<file path="src/design/cache_pkg.sv">
package cache_pkg;

	// word and line geometry
	localparam int WORD_BITS = 32;
	localparam int WORD_BYTES = WORD_BITS / 8;
	localparam int LINE_WORDS = 4;                            // four words per line
	localparam int LINE_BITS = WORD_BITS * LINE_WORDS;
	localparam int LINE_BYTES = LINE_BITS / 8;

	// address split of a 32-bit byte address
	localparam int BYTE_OFFSET_BITS = 4;                      // byte within a line
	localparam int WORD_OFFSET_BITS = 2;                      // word within a line
	localparam int WORD_ADDR_BITS = 30;
	localparam int LINE_ADDR_BITS = WORD_ADDR_BITS - WORD_OFFSET_BITS;

	typedef logic [WORD_BITS-1:0] word_t;
	typedef logic [LINE_BITS-1:0] line_t;                     // one full cache line
	typedef logic [WORD_ADDR_BITS-1:0] word_addr_t;           // core side word address
	typedef logic [LINE_ADDR_BITS-1:0] line_addr_t;           // tag and index together

	// per-node controller states
	typedef enum logic [2:0] {
		IDLE       = 3'd0,
		LOOKUP     = 3'd1,                                    // tag compare
		FILL       = 3'd2,                                    // line read from memory
		WAIT_TOKEN = 3'd3,
		MEM_WRITE  = 3'd4,                                    // write through
		SEND_INV   = 3'd5,
		WAIT_INV   = 3'd6,                                    // own message on the ring
		DONE       = 3'd7
	} node_state_e;

endpackage
</file>
<file path="src/design/ring_pkg.sv">
package ring_pkg;

	localparam int NODE_ID_BITS = 2;

	typedef logic [NODE_ID_BITS-1:0] node_id_t;

	// ring opcodes
	typedef enum logic {
		OP_NONE = 1'b0,
		OP_INV  = 1'b1                                        // drop the line everywhere
	} ring_op_e;

	// one message slot on a ring hop
	typedef struct packed {
		ring_op_e              op;
		node_id_t              origin;                        // node that sent it
		cache_pkg::line_addr_t addr;
	} ring_msg_t;

endpackage

</file>
<file path="src/design/ring_if.sv">
`timescale 1ns/1ps

// one hop of the ring, node i to node i+1
interface ring_if;

	ring_pkg::ring_msg_t msg;
	logic msg_valid;
	logic msg_ready;                                          // driven by the receiver
	logic token;
	logic token_valid;                                        // single cycle pulse

	modport send (
		output msg,
		output msg_valid,
		input  msg_ready,
		output token,
		output token_valid
	);

	modport receive (
		input  msg,
		input  msg_valid,
		output msg_ready,
		input  token,
		input  token_valid
	);

endinterface

</file>
<file path="src/design/mem_if.sv">
`timescale 1ns/1ps

// memory master port of one cache node
interface mem_if;

	logic [31:0] address;                                     // byte address, line aligned
	logic read;
	logic write;
	cache_pkg::line_t writedata;
	logic [cache_pkg::LINE_BYTES-1:0] byteenable;
	cache_pkg::line_t readdata;
	logic waitrequest;

	modport master (
		output address,
		output read,
		output write,
		output writedata,
		output byteenable,
		input  readdata,
		input  waitrequest
	);

	modport slave (
		input  address,
		input  read,
		input  write,
		input  writedata,
		input  byteenable,
		output readdata,
		output waitrequest
	);

endinterface

</file>
<file path="src/design/ring_cache.sv">
`timescale 1ns/1ps

module ring_cache #(
	parameter int NODE_ID = 0,
	parameter int INDEX_BITS = 4,
	parameter bit TOKEN_AT_RESET = 1'b0
) (
	input  logic clk,
	input  logic reset,
	input  cache_pkg::word_addr_t core_address,
	input  logic core_read,
	input  logic core_write,
	input  logic [31:0] core_writedata,
	input  logic [3:0] core_byteenable,
	output logic [31:0] core_readdata,
	output logic core_waitrequest,
	mem_if.master mem,
	ring_if.receive ring_in,
	ring_if.send ring_out
);

	localparam int LINES = 1 << INDEX_BITS;
	localparam int TAG_BITS = cache_pkg::LINE_ADDR_BITS - INDEX_BITS;

	cache_pkg::node_state_e state;

	logic [LINES-1:0] valid;
	logic [TAG_BITS-1:0] tags [LINES];
	cache_pkg::line_t lines [LINES];

	// latched core request
	cache_pkg::line_addr_t req_line;
	logic [cache_pkg::WORD_OFFSET_BITS-1:0] req_word;
	logic req_write;
	cache_pkg::word_t req_wdata;
	logic [cache_pkg::WORD_BYTES-1:0] req_be;
	cache_pkg::word_t rdata;
	logic fill_stale;                                         // fill hit by a snoop

	logic have_token;
	logic token_out;
	ring_pkg::ring_msg_t out_msg;
	logic out_valid;

	logic [INDEX_BITS-1:0] req_index;
	logic [TAG_BITS-1:0] req_tag;
	logic hit;
	logic take;
	logic own_back;
	logic snoop;
	logic [INDEX_BITS-1:0] snoop_index;
	logic [TAG_BITS-1:0] snoop_tag;
	logic snoop_fill;
	logic inject;
	logic token_in;
	logic keep_token;
	logic pass_token;

	assign req_index = req_line[INDEX_BITS-1:0];
	assign req_tag = req_line[cache_pkg::LINE_ADDR_BITS-1:INDEX_BITS];
	assign hit = valid[req_index] && (tags[req_index] == req_tag);

	// ring side decode
	assign take = ring_in.msg_valid && ring_in.msg_ready;
	assign own_back = take && (ring_in.msg.origin == ring_pkg::node_id_t'(NODE_ID));
	assign snoop = take && !own_back && (ring_in.msg.op == ring_pkg::OP_INV);
	assign snoop_index = ring_in.msg.addr[INDEX_BITS-1:0];
	assign snoop_tag = ring_in.msg.addr[cache_pkg::LINE_ADDR_BITS-1:INDEX_BITS];
	assign snoop_fill = snoop && (snoop_index == req_index);
	// own invalidate only goes out into an empty slot
	assign inject = (state == cache_pkg::SEND_INV) && !out_valid && !ring_in.msg_valid;

	// token is held from the write request until its invalidate returns
	assign token_in = ring_in.token_valid && ring_in.token;
	assign keep_token = (state == cache_pkg::LOOKUP && req_write) ||
		(state == cache_pkg::WAIT_TOKEN) ||
		(state == cache_pkg::MEM_WRITE) ||
		(state == cache_pkg::SEND_INV) ||
		(state == cache_pkg::WAIT_INV && !own_back);
	assign pass_token = (have_token || token_in) && !keep_token;

	assign ring_in.msg_ready = !out_valid;
	assign ring_out.msg = out_msg;
	assign ring_out.msg_valid = out_valid;
	assign ring_out.token = 1'b1;
	assign ring_out.token_valid = token_out;

	assign mem.read = (state == cache_pkg::FILL);
	assign mem.write = (state == cache_pkg::MEM_WRITE);
	assign mem.address = {req_line, {cache_pkg::BYTE_OFFSET_BITS{1'b0}}};
	assign mem.writedata = {cache_pkg::LINE_WORDS{req_wdata}};       // word replicated in all lanes
	assign mem.byteenable = 16'(req_be) << {req_word, 2'b00};

	assign core_readdata = rdata;
	assign core_waitrequest = (core_read || core_write) && (state != cache_pkg::DONE);

	always_ff @(posedge clk) begin
		if (reset) begin
			state <= cache_pkg::IDLE;
			valid <= '0;
			fill_stale <= 1'b0;
			have_token <= TOKEN_AT_RESET;
			token_out <= 1'b0;
			out_valid <= 1'b0;
		end else begin
			have_token <= (have_token || token_in) && !pass_token;
			token_out <= pass_token;

			if (inject || (take && !own_back))
				out_valid <= 1'b1;
			else if (ring_out.msg_ready)
				out_valid <= 1'b0;                            // next hop took it

			if (snoop && valid[snoop_index] && (tags[snoop_index] == snoop_tag))
				valid[snoop_index] <= 1'b0;

			case (state)
				cache_pkg::IDLE: begin
					if (core_read || core_write)
						state <= cache_pkg::LOOKUP;
				end
				cache_pkg::LOOKUP: begin
					if (req_write) begin
						state <= cache_pkg::WAIT_TOKEN;
					end else if (hit) begin
						state <= cache_pkg::DONE;
					end else begin
						state <= cache_pkg::FILL;
						fill_stale <= 1'b0;
					end
				end
				cache_pkg::FILL: begin
					if (snoop_fill)
						fill_stale <= 1'b1;
					if (!mem.waitrequest) begin
						if (!fill_stale && !snoop_fill)
							valid[req_index] <= 1'b1;         // install only a clean fill
						state <= cache_pkg::DONE;
					end
				end
				cache_pkg::WAIT_TOKEN: begin
					if (have_token || token_in)
						state <= cache_pkg::MEM_WRITE;
				end
				cache_pkg::MEM_WRITE: begin
					if (!mem.waitrequest)
						state <= cache_pkg::SEND_INV;
				end
				cache_pkg::SEND_INV: begin
					if (inject)
						state <= cache_pkg::WAIT_INV;
				end
				cache_pkg::WAIT_INV: begin
					if (own_back)
						state <= cache_pkg::DONE;            // message removed here
				end
				default: state <= cache_pkg::IDLE;
			endcase
		end
	end

	always_ff @(posedge clk) begin
		if (state == cache_pkg::IDLE && (core_read || core_write)) begin
			req_line <= core_address[cache_pkg::WORD_OFFSET_BITS +: cache_pkg::LINE_ADDR_BITS];
			req_word <= core_address[cache_pkg::WORD_OFFSET_BITS-1:0];
			req_write <= core_write;
			req_wdata <= core_writedata;
			req_be <= core_byteenable;
		end

		if (inject)
			out_msg <= '{op: ring_pkg::OP_INV, origin: ring_pkg::node_id_t'(NODE_ID), addr: req_line};
		else if (take && !own_back)
			out_msg <= ring_in.msg;                           // forward as received

		if (state == cache_pkg::LOOKUP)
			rdata <= lines[req_index][{req_word, 5'b00000} +: 32];

		if (state == cache_pkg::FILL && !mem.waitrequest) begin
			rdata <= mem.readdata[{req_word, 5'b00000} +: 32];
			if (!fill_stale && !snoop_fill) begin
				tags[req_index] <= req_tag;
				lines[req_index] <= mem.readdata;
			end
		end

		// keep own copy current on a write hit
		if (state == cache_pkg::MEM_WRITE && !mem.waitrequest && hit) begin
			for (int b = 0; b < cache_pkg::WORD_BYTES; b++) begin
				if (req_be[b])
					lines[req_index][{req_word, 5'b00000} + b * 8 +: 8] <= req_wdata[b * 8 +: 8];
			end
		end
	end

endmodule

</file>
<file path="src/flat_wrapper.sv">
// flat-port wrapper written by rule: the top's interface ports become plain ports
module ring_cache_flat 
#(
	parameter int NODE_ID = 0,
	parameter int INDEX_BITS = 4,
	parameter bit TOKEN_AT_RESET = 1'b0
)
  (clk, reset, core_address, core_read, core_write, core_writedata, core_byteenable, core_readdata, core_waitrequest, mem_address, mem_read, mem_write, mem_writedata, mem_byteenable, mem_readdata, mem_waitrequest, ring_in_msg, ring_in_msg_valid, ring_in_msg_ready, ring_in_token, ring_in_token_valid, ring_out_msg, ring_out_msg_valid, ring_out_msg_ready, ring_out_token, ring_out_token_valid);
  mem_if mem_i ();
  ring_if ring_in_i ();
  ring_if ring_out_i ();
  input  logic clk;
  input  logic reset;
  input  cache_pkg::word_addr_t core_address;
  input  logic core_read;
  input  logic core_write;
  input  logic [31:0] core_writedata;
  input  logic [3:0] core_byteenable;
  output logic [31:0] core_readdata;
  output logic core_waitrequest;
  output wire logic [$bits(mem_i.address)-1:0] mem_address;
  output wire logic [$bits(mem_i.read)-1:0] mem_read;
  output wire logic [$bits(mem_i.write)-1:0] mem_write;
  output wire logic [$bits(mem_i.writedata)-1:0] mem_writedata;
  output wire logic [$bits(mem_i.byteenable)-1:0] mem_byteenable;
  input wire logic [$bits(mem_i.readdata)-1:0] mem_readdata;
  input wire logic [$bits(mem_i.waitrequest)-1:0] mem_waitrequest;
  input wire logic [$bits(ring_in_i.msg)-1:0] ring_in_msg;
  input wire logic [$bits(ring_in_i.msg_valid)-1:0] ring_in_msg_valid;
  output wire logic [$bits(ring_in_i.msg_ready)-1:0] ring_in_msg_ready;
  input wire logic [$bits(ring_in_i.token)-1:0] ring_in_token;
  input wire logic [$bits(ring_in_i.token_valid)-1:0] ring_in_token_valid;
  output wire logic [$bits(ring_out_i.msg)-1:0] ring_out_msg;
  output wire logic [$bits(ring_out_i.msg_valid)-1:0] ring_out_msg_valid;
  input wire logic [$bits(ring_out_i.msg_ready)-1:0] ring_out_msg_ready;
  output wire logic [$bits(ring_out_i.token)-1:0] ring_out_token;
  output wire logic [$bits(ring_out_i.token_valid)-1:0] ring_out_token_valid;
  assign mem_address = mem_i.address;
  assign mem_read = mem_i.read;
  assign mem_write = mem_i.write;
  assign mem_writedata = mem_i.writedata;
  assign mem_byteenable = mem_i.byteenable;
  assign mem_i.readdata = mem_readdata;
  assign mem_i.waitrequest = mem_waitrequest;
  assign ring_in_i.msg = ring_in_msg;
  assign ring_in_i.msg_valid = ring_in_msg_valid;
  assign ring_in_msg_ready = ring_in_i.msg_ready;
  assign ring_in_i.token = ring_in_token;
  assign ring_in_i.token_valid = ring_in_token_valid;
  assign ring_out_msg = ring_out_i.msg;
  assign ring_out_msg_valid = ring_out_i.msg_valid;
  assign ring_out_i.msg_ready = ring_out_msg_ready;
  assign ring_out_token = ring_out_i.token;
  assign ring_out_token_valid = ring_out_i.token_valid;
  ring_cache #(.NODE_ID(NODE_ID), .INDEX_BITS(INDEX_BITS), .TOKEN_AT_RESET(TOKEN_AT_RESET)) u_core (.clk(clk), .reset(reset), .core_address(core_address), .core_read(core_read), .core_write(core_write), .core_writedata(core_writedata), .core_byteenable(core_byteenable), .core_readdata(core_readdata), .core_waitrequest(core_waitrequest), .mem(mem_i), .ring_in(ring_in_i), .ring_out(ring_out_i));
endmodule
</file>
<file path="config.mk">
export PLATFORM = sky130hd
export DESIGN_NAME = ring_cache_flat
export DESIGN_NICKNAME = d
export VERILOG_FILES = /design/src/design/cache_pkg.sv /design/src/design/ring_pkg.sv /design/src/design/ring_if.sv /design/src/design/mem_if.sv /design/src/design/ring_cache.sv /design/src/flat_wrapper.sv
export SDC_FILE = /design/constraint.sdc
export NUM_CORES = 2
export LEC_CHECK = 0
export ABC_AREA = 1
export BUFFER_PORTS_ARGS = -buffer_cell sky130_fd_sc_hd__buf_2
export CAP_MARGIN = 10
export CORE_UTILIZATION = 38
export CTS_BUF_LIST = sky130_fd_sc_hd__clkbuf_4 sky130_fd_sc_hd__clkbuf_8
export DETAILED_ROUTE_END_ITERATION = 7
export HOLD_SLACK_MARGIN = 0.08
export PLACE_DENSITY = 0.64
export SLEW_MARGIN = 40
export SYNTH_ARGS = -nofsm -noshare
export SYNTH_HDL_FRONTEND = slang
export SYNTH_SLANG_ARGS = --single-unit
</file>
<file path="constraint.sdc">
create_clock -name clk -period 4.1 [get_ports clk]
set_input_delay 0.205 -clock clk [delete_from_list [all_inputs] [get_ports clk]]
set_output_delay 0.205 -clock clk [all_outputs]
set_load 0.02 [all_outputs]
</file>
==> impl_metrics.ini <==
[outcome]
status = complete, no violations

[synthesis]
ys_warn_count = 0
ys.flop_type = edfxtp_1
avgSynthCellArea_um2 = 11.76
synth.cell_area_mm2 = 0.1105
synth.distinct_cells = 43
yosysSeqAreaShare = 0.7011
syn_inst = 9393
async_reset_ff_frac = 0
synth-edff-count = 2559
ys_ff_latch = 2589

[worst_setup_path]
critical_path.top_delay_family = buffers and inverters
worst-path-buf-inv = 4
required_ns = 5.06
crit_path_top_delay_cell = dlygate4sd3_1
critPathMaxFanout = 137
crit_type = reg2reg
cp-start-kind = flop
critPathCaptureType = flop
worstPathCellList = buf_12, buf_12, buf_16, o21ai_0, o22ai_1, o211ai_1, nand3_1, o211ai_1, nand2_1, dlygate4sd3_1, nor2_1, a31oi_1
worstPathArrival_ns = 5.01
slowest_delay_ns = 0.57

[routing]
wirelength_mm = 396.1
top_layer = met5
dr_wl_met2_mm = 171.6
route.detailed.drc = 0
ant_nets = 0
first_iter_violations = 12150
avgViaCountPerCell = 5.836
dr_wl_met3_mm = 51.76
vias = 86590
firstDrtPassIters = 6
post_drt_wl_per_cell_um = 26.70
met1_length_mm = 148.6

[layout]
final_cell_mix = 2559 x edfxtp_1, 1414 x nand2_1, 1048 x o21ai_0
syn_to_final_growth_pct = 21.66
mostFrequentLayoutCell = edfxtp_1
nets = 10840
drive_gt1_frac = 0.1826
fillers = 25420
fin_cells = 14840

[place]
port_buffers = 474
hpwl_mm = 241.7
place.gp.congestion = 0.9377
dp_cells = 13670
dp_slack_ns = -0.01079

[clocking]
clock_latency_ns = 1.14
cts_buffers = 421
cts_root_buf = clkbuf_8
cts-htree-levels = 5
cts_tree = built
cts.sinks = 2589
clock_path_buffers = 4
clkTransAtPathRegs_ns = 0.07

[global_route]
overflow = 0
grt_pass1_vias = 81980
antenna_found_initial = 57
grt_max_degree = 206
grtUsageTotal = 0.2596
grt_pass1_wl_mm = 559.7

[floorplanning]
core_area_mm2 = 0.2886
start_util = 0.3827
fp-row-count = 197
die_w_um = 541.2
io-pin-count = 480
fp.dieH_um = 541.2
die_area_mm2 = 0.2929

[sta]
fin_crit_sh = 0.9866
hold_violations = 0
setup_ws_ns = 0.05495
finalClockSkew_ns = 0.1731
period_needed_ns = 4.045
fin_setup_tns_ns = 0
setup_viol = 0
relSlewSlack = 0.3129
tightest_slew_ns = 1.031
drv_slew = 0
fmax_ghz = 0.2472

[pwr]
power_mw = 87.77
ir_worst_vdd_mv = 0.6381
p_leak_nw = 47.07
power_density_mw_per_mm2 = 653.1

[hold_path]
hp-class = in2reg

[flow_run]
drv_cap = 0
[metrics by stage]
step | utilization | cell area, µm² | hold WS (ns)
3_3_place_gp | 0.4209 | 121500 | 0.3810
3_5_place_dp | 0.4222 | 121900 | 0.3831
6_report | 0.4656 | 134400 | 0.1853
4_1_cts | 0.4638 | 133900 | 0.09486
2_1_floorplan | - | 110500 | 0.3039
5_1_grt | 0.4655 | 134400 | 0.1559
[synth_stat cells, types with 9 or more instances]
cell	number	area [µm²]
o211ai_1	271	2034
a21oi_1	406	2032
nor3_1	39	195.2
a22oi_1	134	1006
nand2_1	1415	5311
buf_2	129	645.6
edfxtp_1	2559	76840
inv_1	198	743.2
nand4_4	10	212.7
a221oi_1	52	455.4
clkbuf_1	536	2012
buf_1	63	236.5
ha_1	9	112.6
nand4_1	47	294.0
o21ai_1	152	760.7
nor2_1	1048	3934
o22ai_1	262	1639
o21ai_0	1048	5245
clkinv_1	17	63.81
inv_2	9	33.78
dfxtp_1	30	600.6
o221ai_1	190	1664
buf_4	112	840.8
nand3_1	529	2648
a31oi_1	84	525.5
[logic make-up (layout without fill, tap and decap cells)]
logic type / after synthesis / count (layout) / synth area share
AND/OR/NAND/NOR: 3104 / 3104 / 0.1150
other: 2 / 34 / 0.00006798
adder cells (fa/ha/maj): 9 / 9 / 0.001019
AO/OA/AOI/OAI: 2610 / 2610 / 0.1400
multiplexers: 1 / 1 / 0.0001019
flip-flops: 2589 / 2589 / 0.7011
XOR/XNOR: 6 / 6 / 0.0004757
buffers and inverters: 1072 / 2604 / 0.04232
[metal layers]
layer	track usage	vias to the layer above
met5	0	-
met4	0.1459	22
met2	0.3827	6193
met1	0.3438	42140
li1	-	37160
met3	0.07326	1083
[worst min-delay path, cell delays in order]
cell	delay [ns]
dlygate4sd3_1	0.58
buf_2	0.28
a21oi_1	0.16
[timing repair]
item                                     CTS  global route
pin swaps                                  0             1
hold endpoints to repair                2231             0
gates resized for setup                    2            21
buffers inserted                           0             5
endpoints found under the setup margin    84          1605
hold buffers                             361             0
gates cloned                               0             5
[cell type report]
cell class / count / area (µm²) / share of cell area
sequential: 2589 / 77460 / 0.5763
multi-input combinational: 5735 / 28570 / 0.2126
timing repair buffer: 1629 / 14140 / 0.1052
clock buffer: 538 / 6710 / 0.04993
tap: 3880 / 4855 / 0.03612
clock inverter: 213 / 1665 / 0.01239
inverter: 224 / 920.9 / 0.006852
antenna: 29 / 72.57 / 0.0005400
[path summary, 6_finish.rpt]
kind,startpoint,end,slack [ns],cells after the start
max,flop,u_core.core_readdata[31],0.05,12
min reg2reg,u_core.valid[8],u_core.valid[8],0.49,2
max reg2reg,flop,u_core.core_readdata[31],0.05,12
min,reset,u_core.valid[8],0.19,3
[where the power goes]
group,internal [mW],switching [mW]
combinational,9.57,23.4
sequential,30.6,1.39
clock,12.0,10.8
[state kept, by name, indices dropped and copies added (netlist names), named ones only]
| signal | cells |
|---|---|
| u_core.req_write | 1 |
| u_core.req_word | 2 |
| u_core.valid | 16 |
| u_core.core_readdata | 32 |
| u_core.req_wdata | 32 |
| u_core.have_token | 1 |
| u_core.ring_out.msg | 31 |
| u_core.fill_stale | 1 |
| u_core.ring_out.token_valid | 1 |
| u_core.req_be | 4 |
| u_core.ring_out.msg_valid | 1 |
| u_core.lines | 2048 |
| u_core.tags | 384 |
| u_core.state | 3 |
| u_core.req_line | 28 |
No activity file was read; power rests on OpenSTA's default activity.
